File: src/stdout_cfg.svh
`ifndef STDOUT_CFG_SVH
`define STDOUT_CFG_SVH

// debug window bus
`define STDOUT_ADDR_WIDTH 12
`define STDOUT_DATA_WIDTH 32

// cluster size, low address bits pick the core
`define STDOUT_NB_CORES 4

// characters held per bank
`define STDOUT_LINE_DEPTH 16

`endif

File: src/stdout_bus_pkg.sv
`default_nettype none

`include "stdout_cfg.svh"

package stdout_bus_pkg;

    typedef logic [`STDOUT_ADDR_WIDTH-1:0] addr_t;
    typedef logic [`STDOUT_DATA_WIDTH-1:0] data_t;

    // at least one bit even for a single core
    typedef logic [((`STDOUT_NB_CORES <= 1) ? 1 : $clog2(`STDOUT_NB_CORES))-1:0] core_id_t;

endpackage

`default_nettype wire

File: src/stdout_line_pkg.sv
`default_nettype none

`include "stdout_cfg.svh"

package stdout_line_pkg;

    typedef logic [7:0] char_t;

    typedef logic [$clog2(`STDOUT_LINE_DEPTH)-1:0] line_pos_t;
    typedef logic [$clog2(`STDOUT_LINE_DEPTH):0] line_len_t; // one more bit, full bank fits

    typedef enum logic {
        DRAIN_IDLE,
        DRAIN_SEND
    } drain_state_t;

endpackage

`default_nettype wire

File: src/putchar_char_if.sv
`timescale 1ns/100ps
`default_nettype none

interface putchar_char_if;

    logic                       valid;
    stdout_bus_pkg::core_id_t   core;
    stdout_line_pkg::char_t     char;
    logic                       eol;   // newline or all-zero word

    modport src (
        output valid,
        output core,
        output char,
        output eol
    );

    modport dst (
        input valid,
        input core,
        input char,
        input eol
    );

endinterface

`default_nettype wire

File: src/putchar_decode.sv
`timescale 1ns/100ps
`default_nettype none

`include "stdout_cfg.svh"

module putchar_decode (
    input  wire logic                  clk_i,
    input  wire logic                  rst_ni,
    input  wire logic                  req_i,
    input  wire stdout_bus_pkg::addr_t add_i,
    input  wire stdout_bus_pkg::data_t dat_i,
    putchar_char_if.src                char_o
);

    logic                     valid_q;
    stdout_bus_pkg::core_id_t core_d;
    stdout_bus_pkg::core_id_t core_q;
    stdout_line_pkg::char_t   char_q;
    logic                     eol_d;
    logic                     eol_q;

    // single core has no select bits
    assign core_d = (`STDOUT_NB_CORES > 1) ?
                    add_i[$bits(stdout_bus_pkg::core_id_t)-1:0] : '0;

    assign eol_d = (dat_i[7:0] == 8'd10) || (dat_i == '0);

    always_ff @(posedge clk_i) begin
        if (rst_ni) begin
            valid_q <= 1'b0;
        end else begin
            valid_q <= req_i;
        end
    end

    always_ff @(posedge clk_i) begin
        core_q <= core_d;
        char_q <= dat_i[7:0];
        eol_q  <= eol_d;
    end

    assign char_o.valid = valid_q;
    assign char_o.core  = core_q;
    assign char_o.char  = char_q;
    assign char_o.eol   = eol_q;

endmodule

`default_nettype wire

File: src/flat_wrapper.sv
// flat-port wrapper written by rule: the top's interface ports become plain ports
module putchar_decode_flat 
  (clk_i, rst_ni, req_i, add_i, dat_i, char_o_valid, char_o_core, char_o_char, char_o_eol);
  putchar_char_if char_o_i ();
  input  wire logic clk_i;
  input  wire logic rst_ni;
  input  wire logic req_i;
  input  wire stdout_bus_pkg::addr_t add_i;
  input  wire stdout_bus_pkg::data_t dat_i;
  output wire logic [$bits(char_o_i.valid)-1:0] char_o_valid;
  output wire logic [$bits(char_o_i.core)-1:0] char_o_core;
  output wire logic [$bits(char_o_i.char)-1:0] char_o_char;
  output wire logic [$bits(char_o_i.eol)-1:0] char_o_eol;
  assign char_o_valid = char_o_i.valid;
  assign char_o_core = char_o_i.core;
  assign char_o_char = char_o_i.char;
  assign char_o_eol = char_o_i.eol;
  putchar_decode u_core (.clk_i(clk_i), .rst_ni(rst_ni), .req_i(req_i), .add_i(add_i), .dat_i(dat_i), .char_o(char_o_i));
endmodule
File: config.mk
export PLATFORM = sky130hd
export DESIGN_NAME = putchar_decode_flat
export DESIGN_NICKNAME = d
export VERILOG_FILES = /design/src/stdout_bus_pkg.sv /design/src/stdout_line_pkg.sv /design/src/putchar_char_if.sv /design/src/putchar_decode.sv /design/src/flat_wrapper.sv
export VERILOG_INCLUDE_DIRS = /design/src
export SDC_FILE = /design/constraint.sdc
export NUM_CORES = 1
export LEC_CHECK = 0
export ABC_CLOCK_PERIOD_IN_PS = 1500
export BUFFER_PORTS_ARGS = -buffer_cell sky130_fd_sc_hd__buf_4
export CAP_MARGIN = 20
export CORE_MARGIN = 2
export CORE_UTILIZATION = 25
export CTS_CLUSTER_SIZE = 40
export DETAILED_ROUTE_END_ITERATION = 8
export GPL_ROUTABILITY_DRIVEN = 0
export GPL_TIMING_DRIVEN = 0
export PLACE_DENSITY = 0.85
export SYNTH_ARGS = -nofsm -noshare
export SYNTH_HDL_FRONTEND = slang
export SYNTH_SLANG_ARGS = --single-unit
File: constraint.sdc
create_clock -name clk_i -period 1.5 [get_ports clk_i]
set_clock_uncertainty 0.1 [all_clocks]
set_input_delay 0.3 -clock clk_i [delete_from_list [all_inputs] [get_ports clk_i]]
set_output_delay 0.3 -clock clk_i [all_outputs]
set_load 0.02 [all_outputs]
==> results.ini, run 1 <==
[outcome]
status = completed

[clock_tree]
longest_clk_path_bufs = 2
cts.repair.resized = 0
cts-buffers-inserted = 3
ctsHoldBuffers = 0
tritoncts = built
clk_pin_slew_worst_paths_ns = 0.07
clk_sink_count = 12
post_cts.repair.setup_buffers = 0
cts_root_buf = sky130_fd_sc_hd__clkbuf_4
clock_tree.htree_level_count = 1

[finish]
post_route_cells_drive_above_1_share = 0.7143
nNetsFinal = 125
antenna_cells = 0
fin_util = 0.5852
layout-area-overhead-vs-synth_pct = 123.4

[floorplanning]
die_x_microns = 40.69
die_area_sq_mm = 0.001656
initial_core_util = 0.2619
die-height_microns = 40.69
core_area_sq_mm = 0.001285
pin_count = 59
num_rows = 13

[timing]
slew_headroom = 0.8413
report.final.hold_viol_count = 0
holdWs_ns = 0.03309
setup_violations = 0
timing.fmax_ghz = 0.8967
grt_setup_unrepaired = no
timing.final.crit_period_ns = 1.115
setup_tns_ns = 0
fin_ws_ns = 0.3848
min_period_over_period = 0.7434
timing.final.max_slew_violations = 0
worst_pin_slew_ns = 0.2359

[setup_path]
largest_stage_delay_on_the_critical_path_ns = 0.30
endpoint = char_o_char[0]
timing.critical_path.from = u_core.char_o.char[0]
path_class = flop to output port
worst-endpoint-arrival_ns = 0.72
cp_cell_sequence = buf_4
critical_path_depth = 1
timing.critical_path.from_type = flop
path_max_fanout = 1
crit_path_end_kind = output port
cp_top_family = flip-flops
crit_slowest_cell = sky130_fd_sc_hd__dfxtp_1
critical_path.n_buffers_inverters = 1
worst_ep_required_time_ns = 1.10

[drt]
drt_first_iter_violations = 4
routed_wirelength_microns = 973
1st_pass_router_iterations = 2
final_antenna_net_count = 0
avgViaCountPerCell = 4.380
post_drt_wl_per_cell_microns = 10.58
vias = 403
drt_drc_violations_left = 0

[synth]
synth_enable_flop_cells = 0
synth_area_leaders = sky130_fd_sc_hd__dfxtp_1, sky130_fd_sc_hd__nor4_1, sky130_fd_sc_hd__nor4_2
fraction_of_registers_with_async_set_or_reset_after_synthesis = 0
syn_area_per_cell_sq_um = 13.46
synthFlopType = sky130_fd_sc_hd__dfxtp_1
yosysWarnings = 0
yosysSeqAreaShare = 0.7138
synth_largest_area_cell = sky130_fd_sc_hd__dfxtp_1
unique_masters_post_synth = 9
netlist_instances = 25
yosys-top-cells-count = sky130_fd_sc_hd__dfxtp_1, sky130_fd_sc_hd__nor4_1, sky130_fd_sc_hd__nor4_2
library_cell_with_the_highest_instance_count_after_synthesis = sky130_fd_sc_hd__dfxtp_1
synth_top_area_share = 0.7138
syn_nets = 72
post_synthesis_instance_area_sq_um = 336.6
ys_ff_latch = 12

[global_route]
overflow = 0
grt.total_usage = 0.1344
grt_pass1_vias = 375
largest_net_degree_at_the_start_of_global_routing = 8
grt_first_pass_wirelength_microns = 1352
grt_antenna_before_repair = 0

[power_and_ir_drop]
power_density_relative_to_cell_area_mw_per_mm2 = 944.3
power.share.combinational = 0.179
pwr-share-clk = 0.345
internal_power_uw = 564.1
ir_drop_uv = 529.1
seq_power_share = 0.476
leakagePower_uw = 0.0003646
switching_fraction_of_total_power = 0.2055
net-switching-power_uw = 145.9
totalPowerFinal_uw = 710.1

[min_path]
min_path_type = input pin to flop

[place]
portBuffers = 48
pre_cts_slack_ns = 0.1058

[run]
maxCapViolCount = 0

worst min path at each step:
stage / startpoint / to / depth (start not counted)
4_1_cts: add_i[0] / u_core.char_o.core[0] / 1
3_5_place_dp: add_i[0] / u_core.char_o.core[0] / 1
5_1_grt: add_i[0] / u_core.char_o.core[0] / 1
3_3_place_gp: add_i[0] / u_core.char_o.core[0] / 1
6_report: add_i[0] / u_core.char_o.core[0] / 1
2_1_floorplan: dat_i[0] / u_core.char_o.char[0] / 0
power by group through the flow:
stage	logic [uW]	clock network, uW	registers (uW)
after detailed placement	129	0	346
after floorplan	7.62	0	366
final	127	245	338
after global routing	137	269	339
after CTS	129	260	338
after global placement	126	0	346
metrics by stage:
| stage | cell area [sq um] | std cells |
|---|---|---|
| final | 752.0 | 92 |
| after global routing | 752.0 | 92 |
| after CTS | 752.0 | 92 |
| after detailed placement | 715.7 | 88 |
| after global placement | 715.7 | 88 |
| after floorplan | 336.6 | 25 |
cell type report:
type / instances / area, sq um
Fill cell: 130 / 533.0
Timing Repair Buffer: 48 / 360.3
Sequential cell: 12 / 240.2
Multi-Input combinational cell: 13 / 96.34
Clock buffer: 4 / 36.28
Tap cell: 15 / 18.77
per-layer routing:
metal,wire length [microns],part of all wire,track usage
met1,243,0.25,0.08725
met3,141,0.14,0.05435
met5,0,0,0
met2,588,0.60,0.2778
met4,0,0,0.1000
kinds of logic (layout without fill, tap and decap cells):
kind of cell	count (synthesis)	in the layout	share of synthesized area
and+or+nand+nor	12	12	0.2528
AOI/OAI and AO/OA	1	1	0.03345
DFF	12	12	0.7138
buffers and inverters	0	52	0
registers in the layout, indices dropped and copies added, names as in the netlist:
signal / count
u_core.char_o.valid: 1
u_core.char_o.core: 2
u_core.char_o.char: 8
u_core.char_o.eol: 1
placed cells by master (no fill, tap or decap):
master,Yosys,routed
sky130_fd_sc_hd__nor2_1,1,1
sky130_fd_sc_hd__buf_4,0,48
sky130_fd_sc_hd__nor4_2,2,2
sky130_fd_sc_hd__nand4_1,1,1
sky130_fd_sc_hd__or4_1,1,1
sky130_fd_sc_hd__o2bb2a_2,1,1
sky130_fd_sc_hd__clkbuf_4,0,3
sky130_fd_sc_hd__nor2b_1,1,1
sky130_fd_sc_hd__nor4_1,5,5
sky130_fd_sc_hd__nand3_1,1,1
sky130_fd_sc_hd__dfxtp_1,12,12
sky130_fd_sc_hd__clkbuf_8,0,1
(Power assumes the default switching activity.)
==> run 2, diff against run 1 <==
ABC_AREA = 1   (was not set)
ABC_CLOCK_PERIOD_IN_PS = 910   (was 1500)
CORE_UTILIZATION = 24   (was 25)
PLACE_DENSITY = 0.81   (was 0.85)
clock period = 0.91 ns   (was 1.5 ns; I/O delays follow)
==> run 2 against run 1 <==
Against the previous run: the flow now finishes with violations (setup timing); sequential share of layout area shrank 5.5 points; final cell count grew 37%; critical path depth is the same; largest cell class unchanged.
==> results.ini, run 2 <==
[setup_path]
crit_slowest_cell = sky130_fd_sc_hd__dfxtp_2  ; was sky130_fd_sc_hd__dfxtp_1
crit_path_end_kind = output port  ; unchanged
cp_top_family = flip-flops  ; unchanged
endpoint = char_o_char[2]  ; was char_o_char[0]
timing.critical_path.from_type = flop  ; unchanged
cp_cell_sequence = buf_6  ; was buf_4
path_max_fanout = 1  ; unchanged
path_class = flop to output port  ; unchanged
worst-endpoint-arrival_ns = 0.72  ; about the same
worst_ep_required_time_ns = 0.63  ; was 1.10 ns
critical_path.n_buffers_inverters = 1  ; unchanged
critical_path_depth = 1  ; unchanged
largest_stage_delay_on_the_critical_path_ns = 0.33  ; was 0.30 ns
timing.critical_path.from = u_core.char_o.char[2]  ; was u_core.char_o.char[0]

[global_route]
grt_first_pass_wirelength_microns = 1849  ; was 1352 microns
overflow = 0  ; unchanged
grt_pass1_vias = 532  ; was 375
grt_antenna_before_repair = 0  ; unchanged
grt.total_usage = 0.1353  ; was 0.1344
largest_net_degree_at_the_start_of_global_routing = 8  ; unchanged

[power_and_ir_drop]
ir_drop_uv = 601.4  ; was 529.1 uV
pwr-share-clk = 0.334  ; was 0.345
leakagePower_uw = 0.0004716  ; was 0.0003646 uW
power.share.combinational = 0.217  ; was 0.179
totalPowerFinal_uw = 1262  ; was 710.1 uW
internal_power_uw = 985.0  ; was 564.1 uW
power_density_relative_to_cell_area_mw_per_mm2 = 1308  ; was 944.3 mW/mm^2
net-switching-power_uw = 277.1  ; was 145.9 uW
switching_fraction_of_total_power = 0.2195  ; was 0.2055
seq_power_share = 0.450  ; was 0.476

[synth]
ys_ff_latch = 12  ; unchanged
fraction_of_registers_with_async_set_or_reset_after_synthesis = 0  ; unchanged
unique_masters_post_synth = 7  ; was 9
post_synthesis_instance_area_sq_um = 377.9  ; was 336.6 sq um
netlist_instances = 47  ; was 25
synthFlopType = sky130_fd_sc_hd__dfxtp_1  ; unchanged
synth_area_leaders = sky130_fd_sc_hd__dfxtp_1, sky130_fd_sc_hd__nor2_1, sky130_fd_sc_hd__nand2_1  ; was sky130_fd_sc_hd__dfxtp_1, sky130_fd_sc_hd__nor4_1, sky130_fd_sc_hd__nor4_2
yosysSeqAreaShare = 0.6358  ; was 0.7138
syn_area_per_cell_sq_um = 8.040  ; was 13.46 sq um
yosysWarnings = 0  ; unchanged
syn_nets = 94  ; was 72
library_cell_with_the_highest_instance_count_after_synthesis = sky130_fd_sc_hd__nor2_1  ; was sky130_fd_sc_hd__dfxtp_1
synth_enable_flop_cells = 0  ; unchanged
synth_top_area_share = 0.6358  ; was 0.7138
yosys-top-cells-count = sky130_fd_sc_hd__nor2_1, sky130_fd_sc_hd__dfxtp_1, sky130_fd_sc_hd__nand2_1  ; was sky130_fd_sc_hd__dfxtp_1, sky130_fd_sc_hd__nor4_1, sky130_fd_sc_hd__nor4_2
synth_largest_area_cell = sky130_fd_sc_hd__dfxtp_1  ; unchanged

[min_path]
hold_path_depth = 3  ; was 1
min_path_type = input pin to flop  ; unchanged

[clock_tree]
clk_sink_count = 12  ; unchanged
longest_clk_path_bufs = 2  ; unchanged
post_cts.repair.setup_buffers = 0  ; unchanged
tritoncts = built  ; unchanged
clock_tree.htree_level_count = 1  ; unchanged
cts-buffers-inserted = 3  ; unchanged
cts_root_buf = sky130_fd_sc_hd__clkbuf_4  ; unchanged
clk_pin_slew_worst_paths_ns = 0.08  ; was 0.07 ns

[run]
maxCapViolCount = 0  ; unchanged

[timing]
worst_pin_slew_ns = 0.1292  ; was 0.2359 ns
timing.fmax_ghz = 0.9974
slew_headroom = 0.9138  ; was 0.8413
grt_setup_unrepaired = yes  ; was no
fin_ws_ns = -0.09266  ; was 0.3848 ns
setup_violations = 12  ; was 0
setup_tns_ns = -1.024  ; was 0 ns
report.final.hold_viol_count = 0  ; unchanged
timing.final.crit_period_ns = 1.003
min_period_over_period = 1.102
timing.final.max_slew_violations = 0  ; unchanged

[finish]
largest_register_ffs = 8  ; unchanged
mostFrequentLayoutCells = sky130_fd_sc_hd__buf_4, sky130_fd_sc_hd__nor2_1, sky130_fd_sc_hd__buf_6, sky130_fd_sc_hd__dfxtp_2, sky130_fd_sc_hd__dlygate4sd3_1  ; was sky130_fd_sc_hd__buf_4, sky130_fd_sc_hd__dfxtp_1, sky130_fd_sc_hd__nor4_1
nNetsFinal = 158  ; was 125
layout-area-overhead-vs-synth_pct = 155.3  ; was 123.4%
antenna_cells = 0  ; unchanged
post_route_cells_drive_above_1_share = 0.5909  ; was 0.7143
final_common_cell = sky130_fd_sc_hd__buf_4  ; unchanged
final-instance-count-excl-fill = 126  ; was 92
layout.cell_area.non_filler_sq_um = 964.7  ; was 752.0 sq um

[floorplanning]
die-height_microns = 43.68  ; was 40.69 microns
die_area_sq_mm = 0.001908  ; was 0.001656 sq mm
num_rows = 14  ; was 13
initial_core_util = 0.2538  ; was 0.2619
pin_count = 59  ; unchanged
core_area_sq_mm = 0.001489  ; was 0.001285 sq mm
die_x_microns = 43.68  ; was 40.69 microns

[outcome]
violations_in_the_final_reports = setup timing
status = finished with violations  ; was completed

[drt]
final_antenna_net_count = 0  ; unchanged
vias = 527  ; was 403
routed_wirelength_microns = 1210  ; was 973 microns
drt_drc_violations_left = 0  ; unchanged
drt_first_iter_violations = 4  ; unchanged
post_drt_wl_per_cell_microns = 9.603  ; was 10.58 microns
1st_pass_router_iterations = 2  ; unchanged
avgViaCountPerCell = 4.183  ; was 4.380

[place]
portBuffers = 48  ; unchanged
dpl.hpwl_microns = 924.2
dpl.cell_count = 111  ; was 88
detailed_place.area_sq_um = 758.2  ; was 715.7 sq um

==> run 2: logic make-up (layout without fill, tap and decap cells) <==
logic type / Yosys count / after routing / synth area share
AO/OA/AOI/OAI: 1 / 1 / 0.01323
buffers and inverters: 2 / 65 / 0.01987
flip-flops: 12 / 12 / 0.6358
AND/OR/NAND/NOR: 32 / 32 / 0.3312
==> run 2: per-stage QoR <==
step	util	worst slack [ns]	hold slack (ns)
finish	0.6479	-0.09266	0.01375
global route	0.6479	-0.1285	0.01404
global placement	0.5092	-0.002149	0.1878
floorplan	-	0.1773	0.1097
detailed placement	0.5092	-0.01306	0.1879
CTS	0.6479	-0.09485	0.01753
==> run 2: worst min-delay path by stage <==
stage / to / slack [ns] / startpoint
final: u_core.char_o.valid / 0.01 / req_i
after detailed placement: u_core.char_o.core[1] / 0.19 / add_i[1]
after global placement: u_core.char_o.core[1] / 0.19 / add_i[1]
after floorplan: u_core.char_o.char[0] / 0.11 / dat_i[0]
after CTS: u_core.char_o.valid / 0.02 / req_i
after global routing: u_core.char_o.valid / 0.01 / req_i
==> run 2: repair_timing <==
item,4_1_cts,5_1_grt
pin swaps,0,0
hold buffers,11,0
setup endpoints to repair,12,12
hold endpoints to repair,11,0
gates resized for setup,24,0
==> run 2: cell type report <==
type	count	area, sq um
clock buffer	4	36.28
inverter	2	7.507
timing repair buffer	59	515.5
fill	121	524.3
sequential	12	255.2
multi-input combinational	33	130.1
tap	16	20.02
==> run 2: routing by layer <==
metal | vias to the layer above | track usage | share of wire
met5 | - | 0 | 0
met4 | 0 | 0.07273 | 0.019
met3 | 3 | 0.03333 | 0.12
met2 | 33 | 0.3000 | 0.59
met1 | 224 | 0.09278 | 0.28
li1 | 267 | - | -
==> run 2: power groups by stage <==
| stage | registers, uW | clock network (uW) | logic [uW] |
|---|---|---|---|
| floorplan | 604 | 0 | 23.3 |
| global placement | 569 | 0 | 216 |
| detailed placement | 570 | 0 | 222 |
| CTS | 568 | 429 | 274 |
| global route | 570 | 459 | 296 |
| finish | 567 | 421 | 273 |
