[src/stdout_cfg.svh]
`ifndef STDOUT_CFG_SVH
`define STDOUT_CFG_SVH

// debug window bus
`define STDOUT_ADDR_WIDTH 12
`define STDOUT_DATA_WIDTH 32

// cluster size, low address bits pick the core
`define STDOUT_NB_CORES 4

// characters held per bank
`define STDOUT_LINE_DEPTH 16

`endif

[src/stdout_bus_pkg.sv]
`default_nettype none

`include "stdout_cfg.svh"

package stdout_bus_pkg;

    typedef logic [`STDOUT_ADDR_WIDTH-1:0] addr_t;
    typedef logic [`STDOUT_DATA_WIDTH-1:0] data_t;

    // at least one bit even for a single core
    typedef logic [((`STDOUT_NB_CORES <= 1) ? 1 : $clog2(`STDOUT_NB_CORES))-1:0] core_id_t;

endpackage

`default_nettype wire

[src/stdout_line_pkg.sv]
`default_nettype none

`include "stdout_cfg.svh"

package stdout_line_pkg;

    typedef logic [7:0] char_t;

    typedef logic [$clog2(`STDOUT_LINE_DEPTH)-1:0] line_pos_t;
    typedef logic [$clog2(`STDOUT_LINE_DEPTH):0] line_len_t; // one more bit, full bank fits

    typedef enum logic {
        DRAIN_IDLE,
        DRAIN_SEND
    } drain_state_t;

endpackage

`default_nettype wire

[src/putchar_char_if.sv]
`timescale 1ns/100ps
`default_nettype none

interface putchar_char_if;

    logic                       valid;
    stdout_bus_pkg::core_id_t   core;
    stdout_line_pkg::char_t     char;
    logic                       eol;   // newline or all-zero word

    modport src (
        output valid,
        output core,
        output char,
        output eol
    );

    modport dst (
        input valid,
        input core,
        input char,
        input eol
    );

endinterface

`default_nettype wire

[src/line_read_if.sv]
`timescale 1ns/100ps
`default_nettype none

interface line_read_if;

    // buffer side
    logic                       ready;
    stdout_line_pkg::line_len_t len;
    stdout_line_pkg::char_t     rd_data;

    // drain side
    stdout_line_pkg::line_pos_t rd_pos;
    logic                       release_line; // frees the oldest closed bank

    modport buffer (
        output ready,
        output len,
        output rd_data,
        input  rd_pos,
        input  release_line
    );

    modport drain (
        input  ready,
        input  len,
        input  rd_data,
        output rd_pos,
        output release_line
    );

endinterface

`default_nettype wire

[src/line_buffer.sv]
`timescale 1ns/100ps
`default_nettype none

`include "stdout_cfg.svh"

module line_buffer #(
    parameter int unsigned CORE_ID = 0
) (
    input  wire logic   clk_i,
    input  wire logic   rst_ni,
    putchar_char_if.dst char_i,
    line_read_if.buffer rd_o,
    output logic        drop_o
);

    stdout_line_pkg::char_t     mem_q [2][`STDOUT_LINE_DEPTH];
    stdout_line_pkg::line_len_t len_q [2];
    logic [1:0]                 closed_q;
    logic                       fill_bank_q;
    logic                       rd_bank_q;   // oldest closed bank
    logic                       drop_q;

    logic                       hit;
    logic                       wr_bank;
    logic                       avail;
    logic                       wr_en;
    logic                       close_en;
    stdout_line_pkg::line_pos_t fill_pos;
    stdout_line_pkg::line_len_t new_len;

    assign hit = char_i.valid && (char_i.core == stdout_bus_pkg::core_id_t'(CORE_ID));

    // move off a closed fill bank once the other one is free again
    assign wr_bank  = closed_q[fill_bank_q] ? ~fill_bank_q : fill_bank_q;
    assign avail    = !closed_q[wr_bank];
    assign wr_en    = hit && avail;
    assign fill_pos = stdout_line_pkg::line_pos_t'(len_q[wr_bank]);
    assign new_len  = len_q[wr_bank] + stdout_line_pkg::line_len_t'(1);
    assign close_en = char_i.eol ||
                      (new_len == stdout_line_pkg::line_len_t'(`STDOUT_LINE_DEPTH));

    always_ff @(posedge clk_i) begin
        if (rst_ni) begin
            fill_bank_q <= 1'b0;
            rd_bank_q   <= 1'b0;
            closed_q    <= '0;
            len_q[0]    <= '0;
            len_q[1]    <= '0;
            drop_q      <= 1'b0;
        end else begin
            drop_q <= hit && !avail;

            if (rd_o.release_line) begin
                closed_q[rd_bank_q] <= 1'b0;
                len_q[rd_bank_q]    <= '0;
                rd_bank_q           <= ~rd_bank_q;
            end

            // never the bank being released, that one is closed
            if (wr_en) begin
                len_q[wr_bank] <= new_len;
                if (close_en) begin
                    closed_q[wr_bank] <= 1'b1;
                    fill_bank_q       <= ~wr_bank;
                end else begin
                    fill_bank_q <= wr_bank;
                end
            end
        end
    end

    always_ff @(posedge clk_i) begin
        if (wr_en) begin
            mem_q[wr_bank][fill_pos] <= char_i.char;
        end
    end

    assign rd_o.ready   = closed_q[rd_bank_q];
    assign rd_o.len     = len_q[rd_bank_q];
    assign rd_o.rd_data = mem_q[rd_bank_q][rd_o.rd_pos];

    assign drop_o = drop_q;

endmodule

`default_nettype wire

[src/flat_wrapper.sv]
// flat-port wrapper written by rule: the top's interface ports become plain ports
module line_buffer_flat 
#(
    parameter int unsigned CORE_ID = 0
)
  (clk_i, rst_ni, drop_o, char_i_valid, char_i_core, char_i_char, char_i_eol, rd_o_ready, rd_o_len, rd_o_rd_data, rd_o_rd_pos, rd_o_release_line);
  putchar_char_if char_i_i ();
  line_read_if rd_o_i ();
  input  wire logic clk_i;
  input  wire logic rst_ni;
  output logic drop_o;
  input wire logic [$bits(char_i_i.valid)-1:0] char_i_valid;
  input wire logic [$bits(char_i_i.core)-1:0] char_i_core;
  input wire logic [$bits(char_i_i.char)-1:0] char_i_char;
  input wire logic [$bits(char_i_i.eol)-1:0] char_i_eol;
  output wire logic [$bits(rd_o_i.ready)-1:0] rd_o_ready;
  output wire logic [$bits(rd_o_i.len)-1:0] rd_o_len;
  output wire logic [$bits(rd_o_i.rd_data)-1:0] rd_o_rd_data;
  input wire logic [$bits(rd_o_i.rd_pos)-1:0] rd_o_rd_pos;
  input wire logic [$bits(rd_o_i.release_line)-1:0] rd_o_release_line;
  assign char_i_i.valid = char_i_valid;
  assign char_i_i.core = char_i_core;
  assign char_i_i.char = char_i_char;
  assign char_i_i.eol = char_i_eol;
  assign rd_o_ready = rd_o_i.ready;
  assign rd_o_len = rd_o_i.len;
  assign rd_o_rd_data = rd_o_i.rd_data;
  assign rd_o_i.rd_pos = rd_o_rd_pos;
  assign rd_o_i.release_line = rd_o_release_line;
  line_buffer #(.CORE_ID(CORE_ID)) u_core (.clk_i(clk_i), .rst_ni(rst_ni), .char_i(char_i_i), .rd_o(rd_o_i), .drop_o(drop_o));
endmodule
[config.mk]
export PLATFORM = sky130hd
export DESIGN_NAME = line_buffer_flat
export DESIGN_NICKNAME = d
export VERILOG_FILES = /design/src/stdout_bus_pkg.sv /design/src/stdout_line_pkg.sv /design/src/putchar_char_if.sv /design/src/line_read_if.sv /design/src/line_buffer.sv /design/src/flat_wrapper.sv
export VERILOG_INCLUDE_DIRS = /design/src
export SDC_FILE = /design/constraint.sdc
export NUM_CORES = 1
export LEC_CHECK = 0
export BUFFER_PORTS_ARGS = -buffer_cell sky130_fd_sc_hd__buf_4
export CAP_MARGIN = 40
export CORE_MARGIN = 5
export CORE_UTILIZATION = 45
export DETAILED_ROUTE_END_ITERATION = 10
export GPL_ROUTABILITY_DRIVEN = 0
export SYNTH_ARGS = -nofsm -noshare
export SYNTH_HDL_FRONTEND = slang
export SYNTH_SLANG_ARGS = --single-unit
[constraint.sdc]
create_clock -name clk_i -period 8.25 [get_ports clk_i]
set_input_delay 2.0625 -clock clk_i [delete_from_list [all_inputs] [get_ports clk_i]]
set_output_delay 2.0625 -clock clk_i [all_outputs]
set_load 0.02 [all_outputs]
==> results of run 1 <==
-- worst min-delay path by stage --
stage                     end  slack (ps)  depth (start not counted)
global placement    flip-flop         510                          2
finish              flip-flop         530                          2
global route        flip-flop         570                          2
floorplan           flip-flop         500                          2
CTS                 flip-flop         530                          2
detailed placement  flip-flop         530                          2
-- logic make-up after synthesis --
kind of cell,Yosys count,synth area share [%]
buffers and inverters,31,1.38
adders and majority gates,4,0.460
muxes,98,18.4
DFF,272,74.6
AOI/OAI and AO/OA,15,0.967
and+or+nand+nor,92,3.99
xor gates and xnor gates,3,0.242
-- where the power goes --
group / internal [uW] / switching, uW / total (uW)
clock: 654 / 504 / 1160
combinational: 83.2 / 103 / 186
sequential: 1520 / 9.57 / 1530
-- final cells by class --
type,count,area [um^2]
timing repair buffer,53,430
multi-input combinational,212,2620
inverter,5,18.8
sequential,272,8110
clock inverter,21,145
fill,1843,11200
tap,319,399
clock buffer,31,712
-- state kept, by name, indices dropped and copies added (netlist names), named ones only --
name                flops
u_core.closed_q         2
u_core.drop_o           1
u_core.fill_bank_q      1
u_core.len_q           10
u_core.mem_q          256
u_core.rd_bank_q        1
-- worst min-delay path, stage by stage, from the launching register on --
cell      delay (ps)
dfxtp_1          330
nand2b_1         100
a21oi_1           60
-- placed cells by master, fill, tap and decap left out, types with 7 or more instances in the layout --
master,instances
mux2_2,15
clkinv_2,8
edfxtp_1,266
clkbuf_16,28
clkinv_1,7
nor2b_1,7
nor2_1,45
nand2b_1,9
nand2_1,14
mux4_2,80
buf_4,51
-- metrics by stage --
step	hold slack, ps	std cells	area (um^2)
after floorplan	500	515	10900
after CTS	533	913	12400
after global routing	572	913	12400
after global placement	507	842	11400
after detailed placement	530	861	11600
final	528	913	12400
-- per-layer routing --
| metal | GRT usage, % | vias to the layer above |
|---|---|---|
| li1 | - | 2244 |
| met3 | 3.80 | 28 |
| met2 | 27.3 | 183 |
| met4 | 3.19 | 2 |
| met1 | 26.0 | 2728 |
| met5 | 0 | - |
==> results.ini, run 1 <==
[global_routing]
grtUsageTotal_pct=17.5
gr-total-overflow=0
grt_max_degree=38
antenna_found_initial=1
first_global_vias=5419
grt_pass1_wl_mm=35.1

[critical_path]
endpoint_kind=primary output
crit_cells=6
slowest_delay_ps=510
r2r-start=u_core.closed_q[1]
crit_chain=buf_4 > buf_12 > mux4_2 > mux4_2 > mux2_2 > buf_4
regToRegEndpoint=u_core.mem_q[1][16]
ff2ff_setup_slack_ps=5390
worstPathRequired_ps=6190
endpoint=rd_o_rd_data[2]
crit_family=multiplexers
worstRegToRegCells=7
worst_setup_path_start_kind=input port
crit_start=rd_o_rd_pos[0]
worstPathMaxFanout=37
crit_arrival_ps=4130
cp_num_buf_inv=3
cpMaxStageDelayCell=mux4_2
path_class=in -> out

[min_path]
holdCritStartpoint=u_core.rd_bank_q
min_path_type=reg -> reg

[logic_synthesis]
syn_area_um2=10900
yosys-top-cells-count=edfxtp_1 (266), mux4_2 (80), nor2_1 (45), mux2_2 (15), nand2_1 (14)
synth_nets=538
netlist-cell-type-count=35
synth_most_common_cell=edfxtp_1
synth_top_area_cell=edfxtp_1
synth_edf_count=266
syn-mean-instance-area_um2=21.1
ys.flop_type=edfxtp_1
synth_top_area_share_pct=73.5
async_reset_ff_share_pct=0
syn_inst=515
ys_seq_elements=272
synth_area_leaders=edfxtp_1 (73%), mux4_2 (17%), mux2_2 (1.6%), nor2_1 (1.6%), dfxtp_1 (1.1%)
synth_warnings=0
synth_seq_area_share_pct=74.6

[sta]
fin_crit_sh_pct=75.0
slew-limit-headroom_pct=42.1
max_freq_mhz=162
fin_ws_ps=2060
fin_tns_setup_ps=0
slew_violations=0
setup_viol=0
worst_slew_pin_slew_ps=866
hold_violations=0
period_minus_slack_ps=6190
fin_skew_ps=18.7
rsz0062_at_grt=false

[clock_network]
h-tree-depth=1
post_cts_buffers=0
post_cts_resized=0
clock-root-buffer=clkbuf_16
clk_latency_ps=550
clock_sinks=272
ctsLongestPathBuffers=3
cts_tree=yes
cts.clk_slew.worst_paths_ps=50
cts-buffers-inserted=28
postCtsHoldBufs=0

[die]
io_pins=34
die_x_um=165
start_util_pct=46.1
rows=56
die-area_um2=27400
die_y_um=165
core_um2=23600

[drt]
dr.max_layer_used=met5
met3_length_mm=1.55
first_pass_iters=6
via_per_inst=5.68
drt_iter0_markers=484
vias=5185
drc=0
ant_nets=0
wire_per_inst_um=25.2
wl_met1_mm=10.2
finalWirelength_mm=23.0
wl_met2_mm=11.0

[finish]
nNetsFinal=595
area_growth_pct=14.3
final_core_util_pct=52.7
diodes=0
drive_gt1_share_pct=33.0

[status]
status=complete, no violations

[run]
maxCapViolations=0

[place]
port_buffers=33
dp.final_hpwl_mm=15.0
dp_slack_ps=2030

[power_and_ir_drop]
power.leakage_uw=0.00395
ir_drop_mv=0.141
finalPower_uw=2880
power_density_nw_per_um2=232

No activity file was read; power rests on OpenSTA's default activity.
==> run 2: changes to the inputs <==
Clock period 8.25 ns to 5.7 ns, I/O delays scaled along.
==> results.ini, run 2 (synthesized netlist as in run 1, its figures left out) <==
[finish]
multi_input_area_um2=2620  ; unchanged
regMostFlops=u_core.mem_q
final_common_cell=edfxtp_1
reg.largest.list=u_core.mem_q x256, u_core.len_q x10, u_core.closed_q x2
mostFrequentLayoutCells=edfxtp_1 (266), mux4_2 (80), buf_4 (57)
drive_gt1_share_pct=34.0  ; +1.0 points
diodes=0  ; unchanged
area_growth_pct=15.2
ff_latch_area_um2=8110  ; unchanged
largest_reg_flops=256  ; unchanged
nNetsFinal=601  ; +1.0%
num-fill-cells=1838  ; -0.27%
final_core_util_pct=53.0  ; +0.39 points

[die]
io_pins=34  ; unchanged
die-area_um2=27400  ; unchanged
die_y_um=165  ; unchanged
core_um2=23600  ; unchanged
die_x_um=165  ; unchanged
start_util_pct=46.1  ; unchanged
rows=56  ; unchanged

[critical_path]
endpoint_kind=primary output
path_class=in -> out
worstPathRequired_ps=4280  ; -1910 ps
worst_setup_path_start_kind=input port
crit_arrival_ps=3410  ; -720 ps
worstPathMaxFanout=25  ; -32%

[place]
dp.final_hpwl_mm=15.2  ; +1.2%
port_buffers=33  ; unchanged

[sta]
rsz0062_at_grt=false
max_freq_mhz=207
period_minus_slack_ps=4830
setup_viol=0  ; unchanged
hold_violations=0  ; unchanged
worst_slew_pin_slew_ps=900  ; +34.7 ps
slew-limit-headroom_pct=39.5  ; -2.6 points
fin_tns_setup_ps=0  ; unchanged
fin_crit_sh_pct=84.8
fin_skew_ps=10.2  ; -8.47 ps
slew_violations=0  ; unchanged

[clock_network]
clk_latency_ps=530  ; -20 ps
cts_tree=yes
clock-root-buffer=clkbuf_16
post_cts_buffers=0  ; unchanged
h-tree-depth=1  ; unchanged
cts-buffers-inserted=28  ; unchanged
postCtsHoldBufs=0  ; unchanged
post_cts_resized=0  ; unchanged
cts.clk_slew.worst_paths_ps=60  ; about the same
clock_sinks=272  ; unchanged
ctsLongestPathBuffers=3  ; unchanged

[power_and_ir_drop]
p_sw_share_pct=20.7  ; -0.69 points
p_int_uw=3390  ; +50%
power_density_nw_per_um2=341  ; +47%
switching_power_uw=886  ; +44%
finalPower_uw=4270  ; +48%
ir_drop_mv=0.182  ; +29%
combPwrFrac_pct=6.2  ; -0.3 points
p_seq_share_pct=52.0  ; -1.3 points
pwr-share-clk_pct=41.8  ; +1.6 points
power.leakage_uw=0.00401  ; +1.5%

[drt]
finalWirelength_mm=23.2  ; +0.81%
vias=5310  ; +2.4%
drc=0  ; unchanged
ant_nets=0  ; unchanged
drt_iter0_markers=446  ; -7.9%
wire_per_inst_um=25.2  ; +0.15%
first_pass_iters=6  ; unchanged
via_per_inst=5.78  ; +1.7%

[global_routing]
first_global_vias=5486  ; +1.2%
gr-total-overflow=0  ; unchanged
grt_pass1_wl_mm=34.9  ; -0.61%
grt_max_degree=33  ; -13%
antenna_found_initial=0  ; -1
grtUsageTotal_pct=17.4  ; -0.052 points

[run]
maxCapViolations=0  ; unchanged

[status]
status=complete, no violations

[min_path]
min_path_type=reg -> reg

run 2: worst paths after layout:
| kind | slack, ps | start | end | cells past startpoint |
|---|---|---|---|---|
| hold reg to reg | 540 | u_core.rd_bank_q | flip-flop | 2 |
| setup / recovery | 870 | rd_o_rd_pos[0] | rd_o_rd_data[7] | 6 |
| hold / removal | 540 | u_core.rd_bank_q | flip-flop | 2 |
| setup reg to reg | 2770 | u_core.closed_q[0] | u_core.mem_q[1][71] | 8 |
run 2: per-layer routing:
metal	vias up	GRT usage, %	routed length [um]
li1	2250	-	-
met1	2821	25.5	10100
met2	199	27.2	11000
met3	40	3.82	1630
met4	0	3.94	406
met5	-	0	0
run 2: final cells by class:
| cell class | instances | area share, % |
|---|---|---|
| clock buffers | 32 | 5.88 |
| clock inverters | 20 | 1.39 |
| inverters | 5 | 0.150 |
| multi-input cells | 212 | 20.9 |
| flip-flops and latches | 272 | 64.8 |
| well taps | 319 | 3.19 |
| repair buffers | 59 | 3.74 |
run 2: power groups by stage:
| stage | Combinational [uW] | Sequential, uW | Clock (uW) |
|---|---|---|---|
| 6_report | 263 | 2220 | 1790 |
| 5_1_grt | 281 | 2220 | 1910 |
| 4_1_cts | 268 | 2220 | 1830 |
| 3_5_place_dp | 267 | 2270 | 0 |
| 3_3_place_gp | 261 | 2260 | 0 |
| 2_1_floorplan | 171 | 2250 | 0 |
run 2: per-stage QoR:
stage	setup slack (ps)	hold WS, ps	std cells	instance area [um^2]
3_5_place_dp	852	528	866	11600
6_report	867	536	919	12500
2_1_floorplan	1100	500	515	10900
5_1_grt	784	569	919	12500
3_3_place_gp	846	507	845	11400
4_1_cts	847	542	918	12500
run 2: worst max-delay path, stage by stage:
cell	delay, ps
buf_4	350
buf_4	320
mux4_2	320
mux4_2	480
mux2_2	320
buf_4	170
==> run 3: changes to the inputs <==
Clock period 5.7 ns to 4.2 ns, I/O delays scaled along.
==> results.ini, run 3 (synthesized netlist as in run 1, its figures left out) <==
[run]
maxCapViolations=0  ; unchanged

[status]
status=complete, no violations

[die]
die_x_um=165  ; unchanged
die_y_um=165  ; unchanged
start_util_pct=46.1  ; unchanged
die-area_um2=27400  ; unchanged
rows=56  ; unchanged
io_pins=34  ; unchanged
core_um2=23600  ; unchanged

[critical_path]
crit_arrival_ps=2860  ; -550 ps
worst_setup_path_start_kind=flip-flop
worstRegToRegCells=7  ; -1
slowest_delay_ps=620  ; +140 ps
endpoint_kind=primary output
ff2ff_setup_slack_ps=1390  ; -1380 ps
worstPathRequired_ps=3150  ; -1130 ps
path_class=reg -> out
worstPathMaxFanout=35  ; +40%
cpMaxStageDelayCell=mux4_2
cp_common_cell=mux4_2
crit_chain=buf_12 > mux4_2 > mux4_2 > mux2_2 > buf_4
regToRegEndpoint=u_core.mem_q[1][81]
r2r-start=u_core.closed_q[1]

[finish]
drive_gt1_share_pct=35.1  ; +1.1 points
nNetsFinal=614  ; +2.2%
finalNonFillerCells=931  ; +1.3%
final_core_util_pct=53.9  ; +0.87 points
num-fill-cells=1827  ; -0.60%
mostFrequentLayoutCells=edfxtp_1 (266), mux4_2 (80), buf_4 (67)
area_growth_pct=17.1
regMostFlops=u_core.mem_q
largest_reg_flops=256  ; unchanged
diodes=0  ; unchanged
final_common_cell=edfxtp_1
reg.largest.list=u_core.mem_q x256, u_core.len_q x10, u_core.closed_q x2

[global_routing]
top_usage_layer=met2
met1_usage_pct=24.8  ; -0.75 points
grt_max_degree=36  ; +9.1%
use_met2_pct=28.6  ; +1.4 points
antenna_found_initial=0  ; unchanged
gr-total-overflow=0  ; unchanged
grt_pass1_wl_mm=35.2  ; +0.99%
met3_usage_pct=4.02  ; +0.20 points
grtUsageTotal_pct=17.7  ; +0.28 points
first_global_vias=5460  ; -0.47%

[drt]
drt_iter0_markers=394  ; -12%
wire_per_inst_um=25.0  ; -0.97%
vias=5180  ; -2.4%
drc=0  ; unchanged
first_pass_iters=4  ; -2
ant_nets=0  ; unchanged
finalWirelength_mm=23.3  ; +0.32%
via_per_inst=5.56  ; -3.7%

[power_and_ir_drop]
pwr-share-clk_pct=43.5  ; +1.7 points
finalPower_uw=5990  ; +40%
ir_drop_mv=0.276  ; +52%
switching_power_uw=1200  ; +36%
combPwrFrac_pct=6.3  ; about the same
power.leakage_uw=0.00411  ; +2.6%
power_density_nw_per_um2=470  ; +38%
p_sw_share_pct=20.1  ; -0.68 points
p_seq_share_pct=50.2  ; -1.8 points
p_int_uw=4780  ; +41%

[clock_network]
post_cts_buffers=0  ; unchanged
cts_tree=yes
cts.clk_slew.worst_paths_ps=60  ; about the same
post_cts_resized=0  ; unchanged
cts-buffers-inserted=28  ; unchanged
clk_latency_ps=530  ; about the same
h-tree-depth=1  ; unchanged
ctsLongestPathBuffers=3  ; unchanged
postCtsHoldBufs=0  ; unchanged
clock-root-buffer=clkbuf_16
clock_sinks=272  ; unchanged

[sta]
worst_slew_pin_slew_ps=887  ; -13.7 ps
slew_violations=0  ; unchanged
rsz0062_at_grt=false
period_minus_slack_ps=3910
hold_violations=0  ; unchanged
fin_tns_setup_ps=0  ; unchanged
fin_crit_sh_pct=93.1
slew-limit-headroom_pct=40.7  ; +1.2 points
setup_viol=0  ; unchanged
max_freq_mhz=256
fin_skew_ps=9.19  ; -1.05 ps

[place]
place_inst=880  ; +1.6%
dp.final_hpwl_mm=15.4  ; +1.4%
port_buffers=33  ; unchanged

[min_path]
min_path_type=reg -> reg
holdCritStartpoint=u_core.rd_bank_q
min_path_cells=2  ; unchanged

## run 3: cell types whose count changed in the layout (fill, tap and decap cells not counted), sizes merged
cell      before  now
clkbuf        32   33
buf           59   72
clkinv        15    9
clkinvlp       2    3
bufinv         3    6
## run 3: how the worst max path moves through the flow
stage,slack [ps],cells past startpoint,to,start
2_1_floorplan,350,5,rd_o_rd_data[0],rd_o_rd_pos[0]
3_3_place_gp,310,6,rd_o_rd_data[0],rd_o_rd_pos[0]
3_5_place_dp,320,6,rd_o_rd_data[0],rd_o_rd_pos[0]
4_1_cts,240,5,rd_o_rd_data[1],flip-flop
5_1_grt,180,5,rd_o_rd_data[1],flip-flop
6_report,290,5,rd_o_rd_data[1],flip-flop
## run 3: per-stage QoR
step / hold slack, ps / cell area [um^2] / setup slack [ps]
detailed placement: 525 / 11700 / 316
global route: 578 / 12700 / 181
global placement: 515 / 11700 / 311
CTS: 537 / 12700 / 237
finish: 537 / 12700 / 289
floorplan: 500 / 10900 / 348
## run 3: layout make-up
class / count / area [um^2] / share of cell area, %
clock inverters: 18 / 241 / 1.90
inverters: 5 / 18.8 / 0.147
multi-input cells: 212 / 2620 / 20.6
well taps: 319 / 399 / 3.14
clock buffers: 33 / 741 / 5.82
repair buffers: 72 / 603 / 4.74
flip-flops and latches: 272 / 8110 / 63.7
## run 3: power by group through the flow
| stage | clock, uW | combinational [uW] | sequential [uW] |
|---|---|---|---|
| 2_1_floorplan | 0 | 232 | 3060 |
| 3_3_place_gp | 0 | 378 | 3060 |
| 3_5_place_dp | 0 | 381 | 3060 |
| 4_1_cts | 2650 | 383 | 3010 |
| 5_1_grt | 2780 | 405 | 3010 |
| 6_report | 2600 | 375 | 3010 |
## run 3: routing by layer
metal / wire length [um] / share of wire, %
met1: 9660 / 42
met2: 11400 / 49
met3: 1740 / 7.5
met4: 498 / 2.1
met5: 0 / 0
## run 3: critical path, delay by kind of cell, from the launching register on
kind,cells,cell delay (ps)
buffers and inverters,2,450
DFF,1,420
muxes,3,1420
